### src/logic/priv_pkg.sv
package priv_pkg;

    // data, address and csr index words
    typedef logic [63:0] xlen_t;
    typedef logic [63:0] addr_t;
    typedef logic [11:0] csr_idx_t;

    // csr read-modify-write operation
    typedef enum logic [1:0] {
        op_none = 2'b00,
        op_rw   = 2'b01,
        op_rs   = 2'b10,
        op_rc   = 2'b11
    } csr_op_t;

    // timer register select
    typedef enum logic {
        sel_mtime    = 1'b0,
        sel_mtimecmp = 1'b1
    } tmr_sel_t;

    // machine trap setup and handling
    localparam csr_idx_t csr_mstatus   = 12'h300;
    localparam csr_idx_t csr_misa      = 12'h301;
    localparam csr_idx_t csr_mie       = 12'h304;
    localparam csr_idx_t csr_mtvec     = 12'h305;
    localparam csr_idx_t csr_mscratch  = 12'h340;
    localparam csr_idx_t csr_mepc      = 12'h341;
    localparam csr_idx_t csr_mcause    = 12'h342;
    localparam csr_idx_t csr_mip       = 12'h344;

    // counters
    localparam csr_idx_t csr_mcycle    = 12'hb00;
    localparam csr_idx_t csr_minstret  = 12'hb02;

    // read-only identification
    localparam csr_idx_t csr_mvendorid = 12'hf11;
    localparam csr_idx_t csr_marchid   = 12'hf12;
    localparam csr_idx_t csr_mimpid    = 12'hf13;
    localparam csr_idx_t csr_mhartid   = 12'hf14;

    // mstatus fields
    localparam int mstatus_mie    = 3;
    localparam int mstatus_mpie   = 7;
    localparam int mstatus_mpp_lo = 11;
    localparam int mstatus_fs_lo  = 13;
    localparam int mstatus_xs_lo  = 15;
    localparam int mstatus_sd     = 63;

    // timer interrupt bit, shared by mip and mie
    localparam int mip_mtip = 7;

    // trap causes
    localparam xlen_t cause_ecall_m    = 64'd11;
    localparam xlen_t cause_breakpoint = 64'd3;
    localparam xlen_t cause_timer_irq  = {1'b1, 63'd7};

    // mxl = 2 (64 bit), base integer isa only
    localparam xlen_t misa_value    = {2'b10, 36'd0, 26'h000_0100};
    localparam xlen_t marchid_value = 64'd1;

endpackage

### src/logic/clint_timer.sv
`timescale 1ns/1ps

module clint_timer #(
    parameter int unsigned TICK_DIV = 1
) (
    input  logic               clk,
    input  logic               rst,
    input  logic               tmr_wr_en,
    input  priv_pkg::tmr_sel_t tmr_sel,
    input  priv_pkg::xlen_t    tmr_wdata,
    output priv_pkg::xlen_t    tmr_rdata,
    output logic               clint_mtip,
    output logic               clint_update
);
    import priv_pkg::*;

    localparam int unsigned DIV_W = (TICK_DIV > 1) ? $clog2(TICK_DIV) : 1;
    localparam logic [DIV_W-1:0] DIV_LAST = DIV_W'(TICK_DIV - 1);

    logic [DIV_W-1:0] div_cnt;
    logic             tick;
    logic             wr_mtime;
    logic             wr_mtimecmp;
    logic             cmp_written;
    xlen_t            mtime_q;
    xlen_t            mtimecmp_q;

    assign tick        = (div_cnt == DIV_LAST);
    assign wr_mtime    = tmr_wr_en && (tmr_sel == sel_mtime);
    assign wr_mtimecmp = tmr_wr_en && (tmr_sel == sel_mtimecmp);

    // prescaler, restarts when mtime is loaded
    always_ff @(posedge clk) begin
        if (rst || wr_mtime || tick) begin
            div_cnt <= '0;
        end else begin
            div_cnt <= div_cnt + 1'b1;
        end
    end

    always_ff @(posedge clk) begin
        if (rst) begin
            mtime_q <= '0;
        end else if (wr_mtime) begin
            mtime_q <= tmr_wdata;
        end else if (tick) begin
            mtime_q <= mtime_q + 64'd1;
        end
    end

    // all ones keeps the compare false out of reset
    always_ff @(posedge clk) begin
        if (rst) begin
            mtimecmp_q <= '1;
        end else if (wr_mtimecmp) begin
            mtimecmp_q <= tmr_wdata;
        end
    end

    // update pulse lands in the same cycle as the compare
    // against the newly written mtimecmp
    always_ff @(posedge clk) begin
        if (rst) begin
            clint_mtip   <= 1'b0;
            cmp_written  <= 1'b0;
            clint_update <= 1'b0;
        end else begin
            clint_mtip   <= (mtime_q >= mtimecmp_q);
            cmp_written  <= wr_mtimecmp;
            clint_update <= cmp_written;
        end
    end

    assign tmr_rdata = (tmr_sel == sel_mtimecmp) ? mtimecmp_q : mtime_q;

    // mtimecmp is never written on back-to-back cycles
    a_update_single: assert property (@(posedge clk) disable iff (rst)
        clint_update |=> !clint_update)
        else $error("clint_update high for two cycles");

endmodule

### src/logic/csr_file.sv
`timescale 1ns/1ps

module csr_file #(
    parameter int unsigned HART_ID = 0
) (
    input  logic               clk,
    input  logic               rst,
    input  logic               inst_valid,
    input  priv_pkg::addr_t    inst_addr,
    input  priv_pkg::csr_idx_t csr_index,
    input  priv_pkg::csr_op_t  csr_op,
    input  logic               csr_src,
    input  priv_pkg::xlen_t    rs1_data,
    input  priv_pkg::xlen_t    imm_csr,
    input  logic               take_trap,
    input  logic               inst_ecall,
    input  logic               inst_ebreak,
    input  logic               inst_mret,
    input  logic               clint_mtip,
    input  logic               clint_update,
    output priv_pkg::xlen_t    csr_read,
    output priv_pkg::addr_t    csr_nxt_pc,
    output logic               irq_pending
);
    import priv_pkg::*;

    localparam xlen_t IRQ_MASK = xlen_t'(1) << mip_mtip;

    xlen_t mstatus_q;
    xlen_t mtvec_q;
    addr_t mepc_q;
    xlen_t mcause_q;
    xlen_t mip_q;
    xlen_t mie_q;
    xlen_t mscratch_q;
    xlen_t mcycle_q;
    xlen_t minstret_q;

    xlen_t csr_src_val;
    xlen_t csr_wdata;
    xlen_t mstatus_wr;
    logic  csr_wr;
    logic  trap_en;
    logic  ret_en;

    logic  wr_mstatus;
    logic  wr_mtvec;
    logic  wr_mepc;
    logic  wr_mcause;
    logic  wr_mip;
    logic  wr_mie;
    logic  wr_mscratch;
    logic  wr_mcycle;
    logic  wr_minstret;

    assign csr_wr  = inst_valid && (csr_op != op_none);
    assign trap_en = inst_valid && take_trap;
    assign ret_en  = inst_valid && inst_mret;

    assign wr_mstatus  = csr_wr && (csr_index == csr_mstatus);
    assign wr_mtvec    = csr_wr && (csr_index == csr_mtvec);
    assign wr_mepc     = csr_wr && (csr_index == csr_mepc);
    assign wr_mcause   = csr_wr && (csr_index == csr_mcause);
    assign wr_mip      = csr_wr && (csr_index == csr_mip);
    assign wr_mie      = csr_wr && (csr_index == csr_mie);
    assign wr_mscratch = csr_wr && (csr_index == csr_mscratch);
    assign wr_mcycle   = csr_wr && (csr_index == csr_mcycle);
    assign wr_minstret = csr_wr && (csr_index == csr_minstret);

    // read mux, pre-edge values
    always_comb begin
        case (csr_index)
            csr_mstatus:   csr_read = mstatus_q;
            csr_mtvec:     csr_read = mtvec_q;
            csr_mepc:      csr_read = mepc_q;
            csr_mcause:    csr_read = mcause_q;
            csr_mip:       csr_read = mip_q;
            csr_mie:       csr_read = mie_q;
            csr_mscratch:  csr_read = mscratch_q;
            csr_mcycle:    csr_read = mcycle_q;
            csr_minstret:  csr_read = minstret_q;
            csr_misa:      csr_read = misa_value;
            csr_marchid:   csr_read = marchid_value;
            csr_mhartid:   csr_read = xlen_t'(HART_ID);
            default:       csr_read = '0;
        endcase
    end

    assign csr_src_val = csr_src ? imm_csr : rs1_data;

    always_comb begin
        case (csr_op)
            op_rw:   csr_wdata = csr_src_val;
            op_rs:   csr_wdata = csr_read | csr_src_val;
            op_rc:   csr_wdata = csr_read & ~csr_src_val;
            default: csr_wdata = csr_read;
        endcase
    end

    // sd summarizes dirty fs or xs
    always_comb begin
        mstatus_wr = csr_wdata;
        mstatus_wr[mstatus_sd] = (csr_wdata[mstatus_fs_lo +: 2] == 2'b11) ||
                                 (csr_wdata[mstatus_xs_lo +: 2] == 2'b11);
    end

    always_ff @(posedge clk) begin
        if (rst) begin
            mstatus_q <= '0;
        end else if (wr_mstatus) begin
            mstatus_q <= mstatus_wr;
        end else if (trap_en) begin
            mstatus_q[mstatus_mpie]        <= mstatus_q[mstatus_mie];
            mstatus_q[mstatus_mie]         <= 1'b0;
            mstatus_q[mstatus_mpp_lo +: 2] <= 2'b11;
        end else if (ret_en) begin
            mstatus_q[mstatus_mie]         <= mstatus_q[mstatus_mpie];
            mstatus_q[mstatus_mpie]        <= 1'b1;
            mstatus_q[mstatus_mpp_lo +: 2] <= 2'b00;
        end
    end

    // direct mode only, base is word aligned
    always_ff @(posedge clk) begin
        if (rst) begin
            mtvec_q <= '0;
        end else if (wr_mtvec) begin
            mtvec_q <= {csr_wdata[63:2], 2'b00};
        end
    end

    always_ff @(posedge clk) begin
        if (rst) begin
            mepc_q   <= '0;
            mcause_q <= '0;
        end else begin
            if (wr_mepc) begin
                mepc_q <= csr_wdata;
            end else if (trap_en) begin
                mepc_q <= inst_addr;
            end
            if (wr_mcause) begin
                mcause_q <= csr_wdata;
            end else if (trap_en) begin
                if (inst_ecall) begin
                    mcause_q <= cause_ecall_m;
                end else if (inst_ebreak) begin
                    mcause_q <= cause_breakpoint;
                end else begin
                    mcause_q <= cause_timer_irq;
                end
            end
        end
    end

    // mtip sets on the level, clears only after mtimecmp moves
    always_ff @(posedge clk) begin
        if (rst) begin
            mip_q <= '0;
        end else if (wr_mip) begin
            mip_q <= csr_wdata & IRQ_MASK;
        end else if (clint_mtip || clint_update) begin
            mip_q[mip_mtip] <= clint_mtip;
        end
    end

    always_ff @(posedge clk) begin
        if (rst) begin
            mie_q      <= '0;
            mscratch_q <= '0;
        end else begin
            if (wr_mie) begin
                mie_q <= csr_wdata & IRQ_MASK;
            end
            if (wr_mscratch) begin
                mscratch_q <= csr_wdata;
            end
        end
    end

    // counters, a csr write replaces the increment
    always_ff @(posedge clk) begin
        if (rst) begin
            mcycle_q   <= '0;
            minstret_q <= '0;
        end else begin
            mcycle_q <= wr_mcycle ? csr_wdata : mcycle_q + 64'd1;
            if (wr_minstret) begin
                minstret_q <= csr_wdata;
            end else if (inst_valid) begin
                minstret_q <= minstret_q + 64'd1;
            end
        end
    end

    assign irq_pending = mstatus_q[mstatus_mie] && mie_q[mip_mtip] && mip_q[mip_mtip];
    assign csr_nxt_pc  = take_trap ? mtvec_q : mepc_q;

    // a retiring instruction never traps and returns at once
    a_trap_mret_excl: assert property (@(posedge clk) disable iff (rst)
        !(inst_valid && take_trap && inst_mret))
        else $error("trap and mret on the same instruction");

endmodule

### src/logic/trap_sequencer.sv
`timescale 1ns/1ps

module trap_sequencer (
    input  logic            clk,
    input  logic            rst,
    input  logic            inst_valid,
    input  logic            inst_ecall,
    input  logic            inst_ebreak,
    input  logic            inst_mret,
    input  logic            irq_pending,
    input  priv_pkg::addr_t csr_nxt_pc,
    output logic            take_trap,
    output logic            redirect_valid,
    output priv_pkg::addr_t redirect_pc
);

    logic redirect_req;

    // exceptions first, a pending timer irq rides on any instruction
    assign take_trap    = inst_ecall || inst_ebreak || irq_pending;
    assign redirect_req = inst_valid && (take_trap || inst_mret);

    always_ff @(posedge clk) begin
        if (rst) begin
            redirect_valid <= 1'b0;
        end else begin
            redirect_valid <= redirect_req;
        end
    end

    // target sampled before the csr file updates mtvec or mepc
    always_ff @(posedge clk) begin
        if (redirect_req) begin
            redirect_pc <= csr_nxt_pc;
        end
    end

    // fetch target must be word aligned
    a_redirect_aligned: assert property (@(posedge clk) disable iff (rst)
        redirect_valid |-> (redirect_pc[1:0] == 2'b00))
        else $error("misaligned redirect target");

endmodule

### src/logic/priv_unit_top.sv
`timescale 1ns/1ps

module priv_unit_top #(
    parameter int unsigned HART_ID  = 0,
    parameter int unsigned TICK_DIV = 1
) (
    input  logic               clk,
    input  logic               rst,

    // retiring instruction
    input  logic               inst_valid,
    input  priv_pkg::addr_t    inst_addr,
    input  priv_pkg::csr_idx_t csr_index,
    input  priv_pkg::csr_op_t  csr_op,
    input  logic               csr_src,
    input  priv_pkg::xlen_t    rs1_data,
    input  priv_pkg::xlen_t    imm_csr,
    input  logic               inst_ecall,
    input  logic               inst_ebreak,
    input  logic               inst_mret,

    // timer register port
    input  logic               tmr_wr_en,
    input  priv_pkg::tmr_sel_t tmr_sel,
    input  priv_pkg::xlen_t    tmr_wdata,
    output priv_pkg::xlen_t    tmr_rdata,

    output priv_pkg::xlen_t    csr_read,
    output logic               irq_pending,
    output logic               redirect_valid,
    output priv_pkg::addr_t    redirect_pc
);
    import priv_pkg::*;

    logic  clint_mtip;
    logic  clint_update;
    logic  take_trap;
    addr_t csr_nxt_pc;

    clint_timer #(
        .TICK_DIV(TICK_DIV)
    ) u_clint_timer (
        .clk          (clk),
        .rst          (rst),
        .tmr_wr_en    (tmr_wr_en),
        .tmr_sel      (tmr_sel),
        .tmr_wdata    (tmr_wdata),
        .tmr_rdata    (tmr_rdata),
        .clint_mtip   (clint_mtip),
        .clint_update (clint_update)
    );

    csr_file #(
        .HART_ID(HART_ID)
    ) u_csr_file (
        .clk          (clk),
        .rst          (rst),
        .inst_valid   (inst_valid),
        .inst_addr    (inst_addr),
        .csr_index    (csr_index),
        .csr_op       (csr_op),
        .csr_src      (csr_src),
        .rs1_data     (rs1_data),
        .imm_csr      (imm_csr),
        .take_trap    (take_trap),
        .inst_ecall   (inst_ecall),
        .inst_ebreak  (inst_ebreak),
        .inst_mret    (inst_mret),
        .clint_mtip   (clint_mtip),
        .clint_update (clint_update),
        .csr_read     (csr_read),
        .csr_nxt_pc   (csr_nxt_pc),
        .irq_pending  (irq_pending)
    );

    trap_sequencer u_trap_sequencer (
        .clk            (clk),
        .rst            (rst),
        .inst_valid     (inst_valid),
        .inst_ecall     (inst_ecall),
        .inst_ebreak    (inst_ebreak),
        .inst_mret      (inst_mret),
        .irq_pending    (irq_pending),
        .csr_nxt_pc     (csr_nxt_pc),
        .take_trap      (take_trap),
        .redirect_valid (redirect_valid),
        .redirect_pc    (redirect_pc)
    );

endmodule

### config.mk
export PLATFORM = sky130hd
export DESIGN_NAME = priv_unit_top
export DESIGN_NICKNAME = d
export VERILOG_FILES = /design/src/logic/priv_pkg.sv /design/src/logic/clint_timer.sv /design/src/logic/csr_file.sv /design/src/logic/trap_sequencer.sv /design/src/logic/priv_unit_top.sv
export SDC_FILE = /design/constraint.sdc
export NUM_CORES = 2
export LEC_CHECK = 0
export BUFFER_PORTS_ARGS = -buffer_cell sky130_fd_sc_hd__buf_2
export CAP_MARGIN = 20
export CORE_MARGIN = 3
export CORE_UTILIZATION = 30
export DETAILED_ROUTE_END_ITERATION = 10
export PLACE_DENSITY = 0.45
export SLEW_MARGIN = 30
export SYNTH_ARGS = -nofsm -noshare
export SYNTH_HDL_FRONTEND = slang
export SYNTH_HIERARCHICAL = 1
export SYNTH_SLANG_ARGS = --single-unit
export TNS_END_PERCENT = 20
### constraint.sdc
create_clock -name clk -period 3.1 [get_ports clk]
set_input_delay 0 -clock clk [delete_from_list [all_inputs] [get_ports clk]]
set_output_delay 0 -clock clk [all_outputs]
set_load 0.02 [all_outputs]
* Word-level counts from Yosys, hierarchy flattened
Cells that the tools add are included.
** Word-level totals
- Input bits :: 279
- Memory bits (writable) :: 0
- Memories kept :: 0
- Latch bits :: 0
- Word-level logic and storage cells :: 103
- Flip-flop bits (word level) :: 645
- Memory bits (read-only) :: 0
- Output and inout bits :: 194
** Cells by class
- Equality and inequality tests :: 17
- Multiply operators :: 0
- Div/mod/pow operators :: 0
- Order comparisons :: 1
- Bitwise operators :: 5
- Reductions and logical operators :: 30
- Shift-type cells :: 0
- Muxes and demuxes :: 27
- $add $sub $neg :: 4
** Operators by type and width (count)
- $mux 64 :: 14
- $pmux 64 s11 :: 1
- $add 64x1->64 const B :: 3
- $pmux 64 s3 :: 1
- $eq 12x10->1 const B :: 8
- $and 64x64->64 :: 1
- $ge 64x64->1 :: 1
- $not 64->64 :: 1
- $or 64x64->64 :: 1
- $eq 12x12->1 const B :: 3
- $logic_and 1x1->1 :: 17
- $reduce_bool 2->1 :: 5
- $eq 2x2->1 const B :: 4
- $mux 1 :: 8
- $logic_or 1x1->1 :: 7
- $mux 2 :: 3
- $reduce_bool 3->1 :: 1
- $eq 2x1->1 const B :: 1
- $ne 2x2->1 const B :: 1
- $not 1->1 :: 2
- $add 1x1->1 const B :: 1

* Longest topological paths before layout
- Depth after elaboration :: 6
- Mapped depth :: 12
- Gate-level depth less buffers :: 8

* Cells and area by module
The synthesis kept the hierarchy.
** Modules (own cells, without submodules)
- csr_file :: sequential area each 8968.6 um^2, cells each 3194, area an instance 25455.7 um^2, instances 1
- clint_timer :: sequential area each 2642.5 um^2, cells each 955, area an instance 8305.5 um^2, instances 1
- trap_sequencer :: sequential area each 1941.9 um^2, cells each 68, area an instance 1973.1 um^2, instances 1

* Worst setup path after synthesis
Ideal clock, no wire load.
- Path type :: reg-to-reg
- Start point :: register u_csr_file.mstatus_q[3]
- End point :: register u_trap_sequencer.redirect_valid
- Data required time :: 3030 ps
- Arrival :: 2699 ps
- Setup slack :: 331 ps
- Clock period less this slack :: 2769 ps
- Library setup time :: 70 ps
- Stages on the path, launching flop included :: 4
- Cells stage by stage :: dfxtp_1 > and3_1 > o41a_1 > nor2b_4
** On the way
- Cells in the longest elaborated chain, start to end :: 5
** Ends and longest elaborated chain
- start: declaration :: line csr_file.sv:29 : xlen_t mstatus_q;
- start signal: assignment :: line csr_file.sv:111 : mstatus_q <= mstatus_wr;
- start signal: indexed assignment :: line csr_file.sv:113 : mstatus_q[mstatus_mpie] <= mstatus_q[mstatus_mie];
- start signal: indexed assignment :: line csr_file.sv:117 : mstatus_q[mstatus_mie] <= mstatus_q[mstatus_mpie];
- $logic_and 1x1->1 (2 in a row) :: line csr_file.sv:196 : assign irq_pending = mstatus_q[mstatus_mie] && mie_q[mip_mtip] && mip_q[mip_mtip];
- named net irq_pending :: line priv_unit_top.sv:29 : output logic irq_pending,
- $logic_or 1x1->1 :: line trap_sequencer.sv:20 : assign take_trap = inst_ecall || inst_ebreak || irq_pending;
- $logic_or 1x1->1 :: line trap_sequencer.sv:21 : assign redirect_req = inst_valid && (take_trap || inst_mret);
- $logic_and 1x1->1 :: line trap_sequencer.sv:21
- named net u_trap_sequencer.redirect_req :: line trap_sequencer.sv:17 : logic redirect_req;
- end signal: assignment :: line trap_sequencer.sv:27 : redirect_valid <= redirect_req;
- end: declaration :: line trap_sequencer.sv:13 : output logic redirect_valid,
The timed path passes the listed nets, and every way through them passes these cells.
A chain may end at the register's enable or synchronous reset.

* Worst setup path in the final report
- Start point :: input csr_index[2]
- End point :: output csr_read[8]
** On the way
- Cells in the longest elaborated chain, start to end :: 2
- Elaborated cells between the ends (all ways) :: 12
- Classes of those cells :: eq/ne: 11; mux: 1
** Ends and longest elaborated chain
- start: declaration :: line priv_unit_top.sv:13 : input priv_pkg::csr_idx_t csr_index,
- $eq 12x12->1 or $eq 12x10->1 (tied branches) :: line csr_file.sv:72 : case (csr_index)
- $pmux 64 s11 * :: line csr_file.sv:72
- end: declaration :: line priv_unit_top.sv:28 : output priv_pkg::xlen_t csr_read,
Mark *: on every way between the ends. The rest lies on a longest branch, timed or not.

==> qor.csv <==
metric,value,unit
status,completed,
vias in the first global route,34830,
Highest Signal Layer,met5,
starting density of the core,30.50,%
hpwl dp,115700,um
min-delay src,rs1_data[23],
PortBufs,472,
Syn Area/Cell,8.474,um^2
placed cell areas,40640,um^2
leading post-synthesis cells by cell area,"dfxtp_1 (33%), edfxtp_1 (5.4%), a211oi_1 (5.2%)",
detail-routed via count per cell,5.585,
global-route wire length before repair,238900,um
CP Data Required Time,3.10,ns
Area Overhead vs Synth,26.19,%
layout cells sized above 1,21.61,%
"EDFF count, synth",64,
post-synthesis cell type count,98,
reg2reg end,u_clint_timer/mtime_q[47]$_SDFFE_PP0P_,
RSZ-0062 raised after global routing,true,
max-slew violations,0,
P_leak,18.00,nW
leading area contributor after synthesis,dfxtp_1,
crit path capture type,output pin,
Synth Warn #,6,
GRT Total Usage,25.67,%
GPL Wtd Cong,0.8897,
Post-route DRC,0,
WL met3,11880,um
Worst slew margin,33.30,%
Final setup viols,0,
remaining antenna violation count,0,
Routed WL per cell,25.53,um
P per Cell Area,474.7,nW/um^2
slowest cell delay on critical path,0.59,ns
Post-Route WL,163400,um
Worst Max-Slew Pin Slew,1.001,ns
die width,351.1,um
setup TNS,0,ns
nets,5144,
area of the core,117100,um^2
hold path depth,5,
I/O pin total,473,
crit share post-route,98.17,%
initial antenna violation count,15,
post-layout util,38.49,%
Setup CP Type,input pin to output pin,
largest net degree at the start of global routing,152,
Die Area,123300,um^2
Critical Path AT,3.04,ns
maxcap violations,0,
Vert. Die Dim,351.1,um
Num CTS Buffers,81,
num rows,125,
drt pass-1 iters,6,
Detailed Route Iter0 Violations,3149,
syn_nets,4563,
Hold Path Class,input pin to flop,
H-tree depth,3,
crit-path cells,dlygate4sd3_1 -> buf_2 -> nor4b_4 -> buf_4 -> a22oi_1 -> nor2_1 -> a221oi_1 -> o21ai_0 -> buf_2,
Crit Reg-Reg Startpoint,u_clint_timer/mtime_q[8]$_SDFFE_PP0P_,
maximum VDD drop,391.9,uV
Hold Path End,u_csr_file/minstret_q[23]$_SDFFE_PP0P_,
r2r setup slk,0.18,ns
grt ovf,0,
Final Hold Vio Count,0,
Synth Instances,4217,
post-synth top area share,32.55,%
clk buf depth,3,
Place WS,0.3437,ns
CP Max Fanout,16,
clk_lat worst skew,0.67,ns
f_max,0.3286,GHz
hold_ws,0.03357,ns
CP Launch Type,input pin,
area of the mapped netlist,35730,um^2
post-synthesis register bit count,645,
slowest stage cell on the critical path,dlygate4sd3_1,
post-route cell area,45090,um^2
TritonCTS clock tree,done,
Vias,35740,
ys async rst share,0,%
most frequent CP cell,buf_2,
Clock Skews,0.03017,ns
worst setup margin,0.05685,ns
min cycle time layout,3.043,ns
Met2 Wirelength,73930,um
clock sinks,645,
met1 wire length,72880,um
placed insts,6071,
Synth Flop Type,dfxtp_1,
"Reg clk slew, reported paths",0.06,ns
Pwr Total,21.40,mW
post-synthesis sequential area ratio,37.93,%
Final Non-Filler Cells,6399,
clock root buffer,clkbuf_16,
Register-to-Register Path Depth,8,
-- kinds of logic (layout without fill, tap and decap cells) --
logic type      count (synthesis)  count (layout)  synth area share [%]
simple gates                 1605            1605                 22.31
buf+inv                       450            1100                 5.196
flops                         645             645                 37.93
fa+ha+maj                      67              67                 2.346
compound gates               1055            1055                 21.31
mux                           215             215                 6.509
xor+xnor                      179             179                 4.387
other cells                     1               9               0.01049
-- worst max-delay path: cells and delay by family --
| kind | cells | cell delay, ns |
|---|---|---|
| compound gates | 3 | 1.33 |
| buf+inv | 4 | 1.51 |
| simple gates | 2 | 0.19 |
-- cells in the mapped netlist (22+ instances only) --
library cell	number
a211o_1	76
a211oi_1	246
a21oi_1	173
a222oi_1	46
a22oi_1	106
a31oi_1	26
and2_1	45
and3_1	122
and4_1	32
buf_1	25
buf_2	68
clkbuf_1	239
dfxtp_1	581
edfxtp_1	64
ha_1	67
inv_1	100
mux2_2	139
mux2i_1	76
nand2_1	478
nand3_1	184
nand4_1	91
nor2_1	371
nor3_1	89
nor4_1	67
o21ai_0	126
o21ai_1	25
o22ai_1	26
or3_1	22
xnor2_1	78
xor2_1	101
-- per-layer routing --
metal	GRT usage, %	vias up
met5	0	-
met4	7.601	8
met3	5.258	235
met2	41.09	1317
met1	34.77	17350
li1	-	16830
-- report_power, final --
group,internal [mW],switching (mW)
sequential,8.65,0.209
combinational,1.03,1.65
clock,5.80,4.06
total,15.5,5.92
-- flip-flops by register name, summed over array words and instances (netlist names) --
signal and flops:
u_clint_timer/mtimecmp_q 64, u_clint_timer/cmp_written 1, u_csr_file/mcause_q 64, u_trap_sequencer/redirect_pc 64
u_clint_timer/mtime_q 64, u_csr_file/minstret_q 64, u_csr_file/mip_q 1, u_trap_sequencer/redirect_valid 1
u_clint_timer/clint_update 1, u_csr_file/mepc_q 64, u_csr_file/mtvec_q 62, u_clint_timer/clint_mtip 1
u_csr_file/mstatus_q 64, u_csr_file/mcycle_q 64, u_csr_file/mie_q 1, u_csr_file/mscratch_q 64
u_clint_timer/div_cnt 1
-- layout make-up --
cell class,count,area [um^2]
Antenna cell,8,20.02
Clock buffer,121,2401
Clock inverter,31,334.1
Fill cell,12100,72050
Inverter,100,376.6
Multi-Input combinational cell,3122,20510
Sequential cell,645,13550
Tap cell,1524,1907
Timing Repair Buffer,848,5988
-- timing repair --
| action | 4_1_cts | 5_1_grt |
|---|---|---|
| resized for setup | 0 | 5 |
| hold buffers | 165 | 0 |
| endpoints found under the hold margin | 285 | 0 |
| setup buffers | 0 | 3 |
| setup endpoints to repair | 0 | 5 |
-- worst max path at each step --
stage	startpoint	cells after the start	end	slack, ns
finish	csr_index[2]	9	csr_read[8]	0.06
global route	csr_index[2]	10	u_csr_file/mepc_q[46]$_SDFFE_PP0P_	-0.03
CTS	csr_index[2]	11	u_csr_file/mepc_q[4]$_SDFFE_PP0P_	0.05
detailed placement	csr_index[1]	8	u_csr_file/minstret_q[47]$_SDFFE_PP0P_	0.34
global placement	u_clint_timer/mtime_q[0]$_SDFFE_PP0P_	8	u_clint_timer/clint_mtip$_SDFF_PP0_	0.34
floorplan	u_csr_file/mstatus_q[3]$_SDFFE_PP0P_	3	u_trap_sequencer/redirect_valid$_SDFF_PP0_	0.33
-- placed cells by master (no fill, tap or decap), drive strengths merged, types with 32 or more instances in the layout --
cell type and instances:
inv 103, a22oi 107, nor2 371, a222oi 46, and2 46, o21ai 151, edfxtp 64, a21oi 175
mux2 139, a211oi 266, nand3 186, nor3 97, dlygate4sd3 165, dfxtp 581, nand2 478, a211o 76
mux2i 76, and4 32, nor4 79, clkbuf 121, ha 67, xor2 101, nand4 94, and3 122
xnor2 78, buf 683
Power figures use the tool's default switching activity.
